===== config.mk =====
export PLATFORM = sky130hd
export DESIGN_NAME = counter_host_top
export DESIGN_NICKNAME = d
export VERILOG_FILES = /design/src/counter_host_pkg.sv /design/src/cmd_decode.sv /design/src/count_execute.sv /design/src/count_result.sv /design/src/counter_host_top.sv /design/src/pattern_gen.sv /design/src/seq_trigger.sv
export SDC_FILE = /design/constraint.sdc
export NUM_CORES = 1
export LEC_CHECK = 0
export ABC_AREA = 1
export BUFFER_PORTS_ARGS = -buffer_cell sky130_fd_sc_hd__buf_2
export CORE_MARGIN = 8
export CORE_UTILIZATION = 30
export CTS_BUF_LIST = sky130_fd_sc_hd__clkbuf_8 sky130_fd_sc_hd__clkbuf_16
export CTS_CLUSTER_DIAMETER = 120
export CTS_CLUSTER_SIZE = 20
export DETAILED_ROUTE_END_ITERATION = 7
export PLACE_DENSITY = 0.57
export SLEW_MARGIN = 10
export SYNTH_ARGS = -nofsm -noshare
export SYNTH_HDL_FRONTEND = slang
export SYNTH_SLANG_ARGS = --single-unit

===== constraint.sdc =====
create_clock -name clk -period 2.3 [get_ports clk]
set_input_delay 0.46 -clock clk [delete_from_list [all_inputs] [get_ports clk]]
set_output_delay 0.46 -clock clk [all_outputs]
set_load 0.1 [all_outputs]

===== src/counter_host_pkg.sv =====
// #########################################################################
// Counter host shared types: command opcodes, decoder states, defaults
// #########################################################################

package counter_host_pkg;

    // Command opcodes on the req/ack port
    typedef enum logic [1:0] {
        OP_NOP  = 2'd0,
        OP_LOAD = 2'd1,
        OP_UP   = 2'd2,
        OP_DOWN = 2'd3
    } count_op_e;

    // Four-phase handshake sequencing
    typedef enum logic [1:0] {
        ST_IDLE      = 2'd0,
        ST_ISSUE     = 2'd1,
        ST_WAIT_DROP = 2'd2
    } decode_state_e;

    // Counter defaults
    localparam int DEF_COUNTER_WIDTH = 12;
    localparam int DEF_COUNT_MAX     = 2048;

    // Pattern generator start state
    localparam logic [27:0] DEF_PATTERN_SEED = 28'hFEEDBEE;

    // Sequence trigger key, upper nibble of a pattern byte
    localparam logic [3:0] TRIG_KEY_NIBBLE = 4'hA;

    // Matching bytes needed before the clear fires
    localparam int TRIG_MATCHES = 4;

endpackage


===== src/cmd_decode.sv =====
// #########################################################################
// Command decoder: four-phase req/ack port, one execute strobe per command
// #########################################################################

`timescale 1ns/100ps

module cmd_decode #(
    parameter int COUNTER_WIDTH = counter_host_pkg::DEF_COUNTER_WIDTH,
    parameter int COUNT_MAX     = counter_host_pkg::DEF_COUNT_MAX
) (
    input  logic                        clk,
    input  logic                        rst,
    input  logic                        cmd_req,
    input  counter_host_pkg::count_op_e cmd_op,
    input  logic [COUNTER_WIDTH-1:0]    cmd_data,
    output logic                        cmd_ack,
    output logic                        exec_strobe,
    output counter_host_pkg::count_op_e exec_op,
    output logic [COUNTER_WIDTH-1:0]    exec_data
);

    counter_host_pkg::decode_state_e state;
    counter_host_pkg::decode_state_e state_nxt;

    // A load must be able to reach the wrap limit
    if (COUNT_MAX >= (1 << COUNTER_WIDTH)) begin : g_max_check
        $error("cmd_decode: COUNT_MAX does not fit in COUNTER_WIDTH bits");
    end

    always_comb begin
        state_nxt = state;
        case (state)
            counter_host_pkg::ST_IDLE: begin
                if (cmd_req) begin
                    state_nxt = counter_host_pkg::ST_ISSUE;
                end
            end
            // Strobe lasts exactly one cycle
            counter_host_pkg::ST_ISSUE: begin
                state_nxt = counter_host_pkg::ST_WAIT_DROP;
            end
            counter_host_pkg::ST_WAIT_DROP: begin
                if (!cmd_req) begin
                    state_nxt = counter_host_pkg::ST_IDLE;
                end
            end
            default: state_nxt = counter_host_pkg::ST_IDLE;
        endcase
    end

    always_ff @(posedge clk or posedge rst) begin
        if (rst) begin
            state <= counter_host_pkg::ST_IDLE;
        end else begin
            state <= state_nxt;
        end
    end

    // Hold op and data steady through the strobe
    always_ff @(posedge clk) begin
        if (state == counter_host_pkg::ST_IDLE && cmd_req) begin
            exec_op   <= cmd_op;
            exec_data <= cmd_data;
        end
    end

    assign exec_strobe = (state == counter_host_pkg::ST_ISSUE);
    // Ack stays up until the master drops req
    assign cmd_ack     = (state == counter_host_pkg::ST_WAIT_DROP);

endmodule


===== src/count_execute.sv =====
// #########################################################################
// Execute stage: up/down counter with load, wrap, clear and wrap events
// #########################################################################

`timescale 1ns/100ps

module count_execute #(
    parameter int COUNTER_WIDTH = counter_host_pkg::DEF_COUNTER_WIDTH,
    parameter int COUNT_MAX     = counter_host_pkg::DEF_COUNT_MAX
) (
    input  logic                        clk,
    input  logic                        rst,
    input  logic                        exec_strobe,
    input  counter_host_pkg::count_op_e exec_op,
    input  logic [COUNTER_WIDTH-1:0]    exec_data,
    input  logic                        force_clear,
    output logic                        count_step,
    output logic [COUNTER_WIDTH-1:0]    counter_next,
    output logic                        ovf_event,
    output logic                        unf_event
);

    localparam logic [COUNTER_WIDTH-1:0] MAX_VAL = COUNTER_WIDTH'(COUNT_MAX);

    logic [COUNTER_WIDTH-1:0] count_q;
    logic                     do_load;
    logic                     do_up;
    logic                     do_down;

    // Clear beats any command in the same cycle
    assign do_load = exec_strobe && !force_clear && (exec_op == counter_host_pkg::OP_LOAD);
    assign do_up   = exec_strobe && !force_clear && (exec_op == counter_host_pkg::OP_UP);
    assign do_down = exec_strobe && !force_clear && (exec_op == counter_host_pkg::OP_DOWN);

    // Pattern advances only on a real step
    assign count_step = do_up || do_down;

    always_ff @(posedge clk or posedge rst) begin
        if (rst) begin
            count_q   <= '0;
            ovf_event <= 1'b0;
            unf_event <= 1'b0;
        end else begin
            ovf_event <= 1'b0;
            unf_event <= 1'b0;
            if (force_clear) begin
                count_q <= '0;
            end else if (do_load) begin
                count_q <= exec_data;
            end else if (do_up) begin
                // Loads above the limit wrap on the next up too
                if (count_q >= MAX_VAL) begin
                    count_q   <= '0;
                    ovf_event <= 1'b1;
                end else begin
                    count_q <= count_q + 1'b1;
                end
            end else if (do_down) begin
                if (count_q == '0) begin
                    count_q   <= MAX_VAL;
                    unf_event <= 1'b1;
                end else begin
                    count_q <= count_q - 1'b1;
                end
            end
        end
    end

    assign counter_next = count_q;

endmodule


===== src/count_result.sv =====
// #########################################################################
// Result stage: visible counter value and zero/overflow/underflow flags
// #########################################################################

`timescale 1ns/100ps

module count_result #(
    parameter int COUNTER_WIDTH = counter_host_pkg::DEF_COUNTER_WIDTH,
    parameter int COUNT_MAX     = counter_host_pkg::DEF_COUNT_MAX
) (
    input  logic                     clk,
    input  logic                     rst,
    input  logic [COUNTER_WIDTH-1:0] counter_next,
    input  logic                     ovf_event,
    input  logic                     unf_event,
    input  logic                     force_clear,
    output logic [COUNTER_WIDTH-1:0] counter_value,
    output logic                     overflow,
    output logic                     underflow,
    output logic                     zero
);

    logic new_result;

    // With a zero limit both wraps would leave the value unchanged
    if (COUNT_MAX < 1) begin : g_max_check
        $error("count_result: COUNT_MAX must be at least 1");
    end

    // A wrap event or a moved value replaces the old flags
    assign new_result = ovf_event || unf_event || (counter_next != counter_value);

    always_ff @(posedge clk or posedge rst) begin
        if (rst) begin
            counter_value <= '0;
            overflow      <= 1'b0;
            underflow     <= 1'b0;
        end else if (force_clear) begin
            counter_value <= '0;
            overflow      <= 1'b0;
            underflow     <= 1'b0;
        end else begin
            counter_value <= counter_next;
            if (new_result) begin
                overflow  <= ovf_event;
                underflow <= unf_event;
            end
        end
    end

    assign zero = (counter_value == '0);

endmodule


===== src/counter_host_top.sv =====
// #########################################################################
// Counter host top: decode, execute, pattern, trigger and result stages
// #########################################################################

`timescale 1ns/100ps

module counter_host_top #(
    parameter int          COUNTER_WIDTH = counter_host_pkg::DEF_COUNTER_WIDTH,
    parameter int          COUNT_MAX     = counter_host_pkg::DEF_COUNT_MAX,
    parameter logic [27:0] PATTERN_SEED  = counter_host_pkg::DEF_PATTERN_SEED
) (
    input  logic                        clk,
    input  logic                        rst,
    input  logic                        cmd_req,
    input  counter_host_pkg::count_op_e cmd_op,
    input  logic [COUNTER_WIDTH-1:0]    cmd_data,
    output logic                        cmd_ack,
    output logic [COUNTER_WIDTH-1:0]    counter_value,
    output logic                        overflow,
    output logic                        underflow,
    output logic                        zero,
    output logic                        force_clear
);

    logic                        exec_strobe;
    counter_host_pkg::count_op_e exec_op;
    logic [COUNTER_WIDTH-1:0]    exec_data;
    logic                        count_step;
    logic [7:0]                  pattern_byte;
    logic [COUNTER_WIDTH-1:0]    counter_next;
    logic                        ovf_event;
    logic                        unf_event;

    cmd_decode #(
        .COUNTER_WIDTH(COUNTER_WIDTH),
        .COUNT_MAX    (COUNT_MAX)
    ) u_decode (
        .clk        (clk),
        .rst        (rst),
        .cmd_req    (cmd_req),
        .cmd_op     (cmd_op),
        .cmd_data   (cmd_data),
        .cmd_ack    (cmd_ack),
        .exec_strobe(exec_strobe),
        .exec_op    (exec_op),
        .exec_data  (exec_data)
    );

    count_execute #(
        .COUNTER_WIDTH(COUNTER_WIDTH),
        .COUNT_MAX    (COUNT_MAX)
    ) u_execute (
        .clk         (clk),
        .rst         (rst),
        .exec_strobe (exec_strobe),
        .exec_op     (exec_op),
        .exec_data   (exec_data),
        .force_clear (force_clear),
        .count_step  (count_step),
        .counter_next(counter_next),
        .ovf_event   (ovf_event),
        .unf_event   (unf_event)
    );

    // Runs beside the counter and feeds the trigger
    pattern_gen #(
        .PATTERN_SEED(PATTERN_SEED)
    ) u_pattern (
        .clk         (clk),
        .rst         (rst),
        .count_step  (count_step),
        .pattern_byte(pattern_byte)
    );

    seq_trigger u_trigger (
        .clk         (clk),
        .rst         (rst),
        .count_step  (count_step),
        .pattern_byte(pattern_byte),
        .force_clear (force_clear)
    );

    count_result #(
        .COUNTER_WIDTH(COUNTER_WIDTH),
        .COUNT_MAX    (COUNT_MAX)
    ) u_result (
        .clk          (clk),
        .rst          (rst),
        .counter_next (counter_next),
        .ovf_event    (ovf_event),
        .unf_event    (unf_event),
        .force_clear  (force_clear),
        .counter_value(counter_value),
        .overflow     (overflow),
        .underflow    (underflow),
        .zero         (zero)
    );

endmodule


===== src/pattern_gen.sv =====
// #########################################################################
// Pattern generator: 28-bit LFSR plus byte selector, steps on each count
// #########################################################################

`timescale 1ns/100ps

module pattern_gen #(
    parameter logic [27:0] PATTERN_SEED = counter_host_pkg::DEF_PATTERN_SEED
) (
    input  logic       clk,
    input  logic       rst,
    input  logic       count_step,
    output logic [7:0] pattern_byte
);

    logic [27:0] lfsr;
    logic [2:0]  byte_sel;
    logic        feedback;

    // Fibonacci taps 27, 22, 16, 3
    assign feedback = lfsr[27] ^ lfsr[22] ^ lfsr[16] ^ lfsr[3];

    always_ff @(posedge clk or posedge rst) begin
        if (rst) begin
            lfsr     <= PATTERN_SEED;
            byte_sel <= 3'd0;
        end else if (count_step) begin
            lfsr     <= {lfsr[26:0], feedback};
            byte_sel <= byte_sel + 3'd1;
        end
    end

    // Four plain slices, then four XOR mixes of them
    always_comb begin
        case (byte_sel)
            3'd0:    pattern_byte = lfsr[7:0];
            3'd1:    pattern_byte = lfsr[15:8];
            3'd2:    pattern_byte = lfsr[23:16];
            3'd3:    pattern_byte = lfsr[27:20];
            3'd4:    pattern_byte = lfsr[7:0] ^ lfsr[15:8];
            3'd5:    pattern_byte = lfsr[23:16] ^ lfsr[7:0];
            3'd6:    pattern_byte = lfsr[27:20] ^ lfsr[15:8];
            default: pattern_byte = lfsr[27:20] ^ lfsr[7:0];
        endcase
    end

endmodule


===== src/seq_trigger.sv =====
// #########################################################################
// Sequence trigger: counts key bytes in the pattern, pulses a sync clear
// #########################################################################

`timescale 1ns/100ps

module seq_trigger (
    input  logic       clk,
    input  logic       rst,
    input  logic       count_step,
    input  logic [7:0] pattern_byte,
    output logic       force_clear
);

    localparam int MW = $clog2(counter_host_pkg::TRIG_MATCHES + 1);
    localparam logic [MW-1:0] LAST_MATCH = MW'(counter_host_pkg::TRIG_MATCHES - 1);

    logic [MW-1:0] match_cnt;
    logic          key_hit;

    // Only bytes seen on a real count step are considered
    assign key_hit = count_step && (pattern_byte[7:4] == counter_host_pkg::TRIG_KEY_NIBBLE);

    always_ff @(posedge clk or posedge rst) begin
        if (rst) begin
            match_cnt   <= '0;
            force_clear <= 1'b0;
        end else begin
            force_clear <= 1'b0;
            if (key_hit) begin
                if (match_cnt == LAST_MATCH) begin
                    // Fire once and start counting again
                    match_cnt   <= '0;
                    force_clear <= 1'b1;
                end else begin
                    match_cnt <= match_cnt + 1'b1;
                end
            end
        end
    end

endmodule


==> out/summary.log, run 1 <==
[cts] post-cts sizing count 0
[cells_and_area] final core occ 35.5%
[logic_synthesis] post-synthesis share of cell area spent on full adders, half adders and majority gates 2.55%
[die] row cnt 44
[pwr] power per standard cell area 1230 mW/mm^2
[place] final RePlAce weighted congestion 0.872
[cells_and_area] Multi-input gate area 0.00207 mm^2
[routing] violation count after the first detailed-routing iteration 225
[logic_synthesis] Post-synth EDFFs 14
[logic_synthesis] mean instance size in the synthesized netlist 7.61 um^2
[setup_path] Setup CP Type register to output pin
[cts] clock tree from TritonCTS built
[die] floorplan die area 0.0189 mm^2
[cells_and_area] combined flip-flop and latch cell area 0.00208 mm^2
[grt] Global Route Usage Sum 12.7%
[setup_path] CP Launch Point u_result.counter_value[8]
[setup_path] worst path arrival time 1710 ps
[logic_synthesis] compound-gate portion of the synthesized area 5.89%
[sta] time the worst path needs with I/O delays and setup 2170 ps
[cts] count of clock tree sinks 79
[sta] unrepaired setup endpoints after global routing false
[pwr] worst vdd rail ir drop 0.807 mV
[cts] number of H-tree branching levels 3
[cells_and_area] final standard cell area without fillers 0.00514 mm^2
[setup_path] Worst R2R Start u_pattern.byte_sel[1]
[sta] share of the clock period used by the worst path 94.2%
[logic_synthesis] Post-Syn Nets 607
[die] Starting Density 30.5%
[grt] total global routing overflow 0
[place] Port-buffer cells 33
[logic_synthesis] post-synthesis cell count 581
[setup_path] required time worst endpoint 1840 ps
[routing] number of detailed-routing iterations run before antenna repair 6
[sta] total negative slack for setup checks 0 ps
[cells_and_area] post-layout instance count excluding filler cells 805
[sta] Max-slew headroom 54.1%
[logic_synthesis] sequential fraction of the synthesis area 46.9%
[grt] global-route wire length before repair 19100 um
[sta] number of failing setup endpoints in the final timing report 0
[logic_synthesis] Synth Area in Simple Gates 34.2%
[routing] antenna-violating nets left 0
[sta] Hold Fails Final Rpt 0
[grt] antenna violations before repair 0
[cells_and_area] number of filler cells placed in the layout 1542
[sta] number of max-slew violations in the final report 0
[cts] largest buffer count on any clock path 2
[cells_and_area] top library cells by usage in the layout, fill and taps aside 201 x nand2_1, 63 x nor2_1, 56 x inv_1
[cts] number of hold-repair buffers added at the cts stage 0
[hold_path] type of the worst min-delay path input pin to asynchronous set/reset pin
[setup_path] setup slack of the most critical reg-to-reg path 330 ps
[logic_synthesis] synthesized flop and latch total 79
[status] result of the run complete, no violations
[pwr] leak pwr 2.49 nW
[logic_synthesis] Mapped Area 0.00442 mm^2
[logic_synthesis] combinational family with the most area after synthesis simple AND/OR/NAND/NOR gates
[routing] routed wirelength normalized by instance count 13.8 um
[cells_and_area] antenna cell count 0
[cells_and_area] commonest non-fill, non-tap cell in the layout nand2_1
[die] total I/O pin count 34
[die] height of the die 137 um
[cells_and_area] P&R area growth vs syn 16.4%
[place] post-placement cell count 789
[die] width of the chip 137 um
[sta] final setup skew 4.82 ps
[sta] Fin Hold WS 162 ps
[logic_synthesis] number of warnings reported in the yosys synthesis log 0
[sta] actual transition at the worst max-transition pin 688 ps
[cts] total clock buffers created by CTS 9
[routing] number of vias per cell 4.64
[cells_and_area] Final nets 642
[logic_synthesis] number of distinct library cells after synthesis 36
[routing] final routed wirelength across all metal layers 11100 um
[logic_synthesis] proportion of synthesized flip-flops having asynchronous set or reset 82.3%
[grt] vias in the first global route 3936
[logic_synthesis] top flip-flop cell by instance count after synthesis dfrtp_1
[cts] clock network latency to the later pin of the worst-skew pair 330 ps
[setup_path] kind of start point of the critical path register
[routing] via count of the routed design 3735
[sta] Fmax 0.461 GHz
[place] HPWL after DPL 8320 um
[logic_synthesis] post-synthesis mux area share 0%
[cells_and_area] fraction of final layout cells with drive strength greater than 1 16.9%
[cts] Reg clk slew, reported paths 60 ps
[logic_synthesis] area share of xor/xnor cells in the synthesized design 3.76%
[routing] DRC violations left 0
[flow_run] Max Cap Violations 0
[place] post-place instance area 0.00487 mm^2
[die] standard cell core area 0.0145 mm^2
[cts] Clock Root Buffer clkbuf_16
[cts] post-CTS setup repair buffer count 0
[setup_path] Worst setup EP type output pin
[grt] largest net degree at the start of global routing 49
[setup_path] CP max FO 3
## Yosys cell counts (2+ instances only)
library cell,number,share of area [%]
nand3_1,47,5.3
xor2_1,12,2.4
nor3_1,7,0.79
nand2_1,201,17
edfxtp_1,14,9.5
xnor2_1,7,1.4
nor2_2,4,0.57
buf_4,2,0.34
nor4_1,3,0.42
o21ai_0,36,4.1
or2_2,2,0.28
nand4_1,9,1.3
ha_1,9,2.5
inv_1,53,4.5
inv_2,3,0.25
nor2_4,3,0.76
clkbuf_1,8,0.68
buf_2,6,0.68
a21oi_1,11,1.2
nand2_2,3,0.42
dfrtp_1,43,24
nor2_1,63,5.3
dfstp_2,22,13
## logic make-up (layout without fill, tap and decap cells)
logic type / after synthesis / after routing
AND/OR/NAND/NOR: 350 / 350
XOR/XNOR: 19 / 19
AO/OA/AOI/OAI: 50 / 50
buffers and inverters: 74 / 114
adder cells (fa/ha/maj): 9 / 9
flip-flops: 79 / 79
## path summary, 6_finish.rpt
kind                                          end  cells after the start
setup / recovery                             zero                      3
hold / removal                 u_pattern.lfsr[10]                      2
setup reg to reg           u_trigger.match_cnt[0]                     13
hold reg to reg                u_pattern.lfsr[17]                      2
max in group asynchronous      u_pattern.lfsr[24]                      3
min in group clk            u_decode.exec_data[1]                      1
## stage by stage
stage | power [mW] | worst slack [ps]
floorplan | 4.38 | -171
global placement | 5.02 | 412
detailed placement | 5.07 | 345
CTS | 6.41 | 97.6
global route | 6.84 | 78.5
finish | 6.35 | 133
## routing by layer
| metal | vias to the layer above | global-route usage [%] | share of wire [%] |
|---|---|---|---|
| li1 | 1914 | - | - |
| met1 | 1748 | 14.5 | 45 |
| met2 | 60 | 22.5 | 50 |
| met3 | 13 | 3.54 | 4.1 |
| met4 | 0 | 3.92 | 1.5 |
| met5 | - | 0 | 0 |
## flip-flops by register name, indices dropped and copies added (netlist names)
signal / flops
u_pattern.lfsr: 28
u_decode.exec_data: 12
u_execute.counter_next: 12
u_result.counter_value: 12
u_pattern.byte_sel: 3
u_trigger.match_cnt: 3
u_decode.exec_op: 2
u_decode.state: 2
u_execute.ovf_event: 1
u_execute.unf_event: 1
u_result.overflow: 1
u_result.underflow: 1
u_trigger.force_clear: 1
## final cells by class
type                    instances  area share [%]
repair buffers                 41            5.40
multi-input cells             428            40.2
well taps                     184            4.47
inverters                      57            4.16
clock buffers                  11            4.91
flip-flops and latches         79            40.5
clock inverters                 5           0.389
## critical path, stage by stage, from the launching register on
cell and delay [ps]:
dfrtp_2 420, or4_4 560, nor3_4 210, buf_12 200
## power breakdown
group | switching, mW | total [mW] | internal (mW)
sequential | 0.318 | 2.04 | 1.72
clock | 0.536 | 1.31 | 0.772
combinational | 2.16 | 3.01 | 0.849
Note: power is estimated with default switching activity, not from simulation.
==> run 2, diff against run 1 <==
--- a/config.mk
+++ b/config.mk
@@ -9,11 +9,11 @@
 export BUFFER_PORTS_ARGS = -buffer_cell sky130_fd_sc_hd__buf_2
 export CORE_MARGIN = 8
 export CORE_UTILIZATION = 30
-export CTS_BUF_LIST = sky130_fd_sc_hd__clkbuf_8 sky130_fd_sc_hd__clkbuf_16
 export CTS_CLUSTER_DIAMETER = 120
 export CTS_CLUSTER_SIZE = 20
 export DETAILED_ROUTE_END_ITERATION = 7
 export PLACE_DENSITY = 0.57
+export REMOVE_ABC_BUFFERS = 1
 export SLEW_MARGIN = 10
 export SYNTH_ARGS = -nofsm -noshare
 export SYNTH_HDL_FRONTEND = slang
==> constraint.sdc (replaced) <==
create_clock -name clk -period 2.3 [get_ports clk]
set_input_delay 0.46 -clock clk [delete_from_list [all_inputs] [get_ports clk]]
set_output_delay 0.46 -clock clk [all_outputs]
set_load 0.05 [all_outputs]
==> out/summary.log, run 2 (synthesis results as in run 1) <==
[status] result of the run complete, no violations
[cts] post-CTS setup repair buffer count 0
[cts] post-cts sizing count 0
[sta] number of max-slew violations in the final report 0
[cells_and_area] final standard cell area without fillers 0.00508 mm^2
[cells_and_area] Largest Register u_pattern.lfsr
[sta] time the worst path needs with I/O delays and setup 2160 ps
[die] total I/O pin count 34
[pwr] worst vdd rail ir drop 0.569 mV
[cts] total clock buffers created by CTS 9
[setup_path] worst path arrival time 1700 ps
[sta] Fmax 0.464 GHz
[setup_path] CP Cell Sequence or4_1, nor3_1, buf_2
[routing] DRC violations left 0
[die] width of the chip 137 um
[grt] total global routing overflow 0
[cts] clock tree from TritonCTS built
[place] post-place instance area 0.00479 mm^2
[cells_and_area] Multi-input gate area 0.00205 mm^2
[cells_and_area] antenna cell count 0
[cts] Clock Root Buffer clkbuf_16
[grt] vias in the first global route 3797
[cells_and_area] number of flip-flops in the largest register 28
[die] Starting Density 30.5%
[cells_and_area] Final nets 640
[place] Port-buffer cells 33
[pwr] leak pwr 2.46 nW
[grt] global-route wire length before repair 18700 um
[sta] Hold Fails Final Rpt 0
[routing] number of detailed-routing iterations run before antenna repair 5
[sta] total negative slack for setup checks 0 ps
[cells_and_area] P&R area growth vs syn 15.0%
[sta] actual transition at the worst max-transition pin 1220 ps
[cts] largest buffer count on any clock path 2
[routing] number of vias per cell 4.74
[cells_and_area] fraction of final layout cells with drive strength greater than 1 15.3%
[sta] unrepaired setup endpoints after global routing false
[setup_path] kind of start point of the critical path register
[place] final RePlAce weighted congestion 0.896
[cts] Reg clk slew, reported paths 60 ps
[die] floorplan die area 0.0189 mm^2
[sta] number of failing setup endpoints in the final timing report 0
[cts] count of clock tree sinks 79
[flow_run] Max Cap Violations 0
[grt] largest net degree at the start of global routing 44
[cells_and_area] top library cells by usage in the layout, fill and taps aside 201 x nand2_1, 63 x nor2_1, 52 x inv_1
[routing] violation count after the first detailed-routing iteration 240
[die] standard cell core area 0.0145 mm^2
[cts] number of hold-repair buffers added at the cts stage 0
[place] HPWL after DPL 8180 um
[routing] routed wirelength normalized by instance count 13.9 um
[pwr] power per standard cell area 1180 mW/mm^2
[setup_path] Buffers & Inverters on Critical Path 1
[setup_path] CP max FO 3
[die] height of the die 137 um
[routing] via count of the routed design 3806
[setup_path] Worst R2R Start u_pattern.byte_sel[0]
[setup_path] required time worst endpoint 1840 ps
[cts] number of H-tree branching levels 3
[setup_path] family of cells with the greatest summed delay on the critical path simple AND/OR/NAND/NOR gates
[grt] Global Route Usage Sum 12.6%
[sta] share of the clock period used by the worst path 93.7%
[setup_path] Setup CP Type register to output pin
[sta] Max-slew headroom 18.1%
[die] row cnt 44
[setup_path] slowest stage cell, crit path or4_1
[cells_and_area] number of filler cells placed in the layout 1519
[setup_path] Worst setup EP type output pin
[cells_and_area] commonest non-fill, non-tap cell in the layout nand2_1
[setup_path] CP Launch Point u_result.counter_value[8]
[cts] clock network latency to the later pin of the worst-skew pair 340 ps
[routing] final routed wirelength across all metal layers 11100 um
[grt] antenna violations before repair 0
[cells_and_area] combined flip-flop and latch cell area 0.00207 mm^2
[routing] antenna-violating nets left 0
[sta] final setup skew 7.02 ps
[setup_path] largest stage delay on the critical path 540 ps
[hold_path] type of the worst min-delay path input pin to asynchronous set/reset pin
## run 2: cell types whose count changed in the layout (fill, tap and decap cells not counted), moves of 3 or more
cell / delta
dfrtp_2: -7
inv_1: -4
buf_12: -3
dfrtp_1: +7
## run 2: cell type report
| cell class | count | share of cell area [%] |
|---|---|---|
| sequential | 79 | 40.8 |
| clock buffer | 11 | 4.58 |
| clock inverter | 5 | 1.13 |
| multi-input combinational | 428 | 40.4 |
| timing repair buffer | 39 | 4.38 |
| inverter | 57 | 4.21 |
| tap | 184 | 4.53 |
## run 2: through the flow
stage / power, mW / hold slack [ps] / utilization [%] / setup WS [ps] / cells
floorplan: 3.90 / 442 / - / -347 / 564
global placement: 4.54 / 452 / 33.1 / 239 / 787
detailed placement: 4.59 / 454 / 33.1 / 227 / 787
CTS: 6.04 / 172 / 35.1 / 119 / 803
global route: 6.46 / 208 / 35.1 / 26.9 / 803
finish: 6.00 / 175 / 35.1 / 144 / 803
## run 2: path summary, 6_finish.rpt
path,endpoint,slack (ps),depth (start not counted)
max,zero,140,3
min,u_decode.state[1],170,2
max reg2reg,u_trigger.match_cnt[1],270,10
min reg2reg,u_pattern.lfsr[18],460,2
max in group asynchronous,u_pattern.lfsr[24],1430,3
min in group clk,u_decode.exec_data[2],290,1
## run 2: where the power goes
group	leakage (nW)	internal (mW)	total [mW]	switching, mW
registers	0.931	1.71	2.04	0.334
logic	1.40	0.790	2.54	1.75
clock network	0.134	0.842	1.42	0.576
## run 2: metal layers
metal  global-route usage (%)  share of wire [%]
met2                     21.7                 49
met4                     3.56                1.2
met3                     3.50                5.3
met1                     15.0                 44
met5                        0                  0
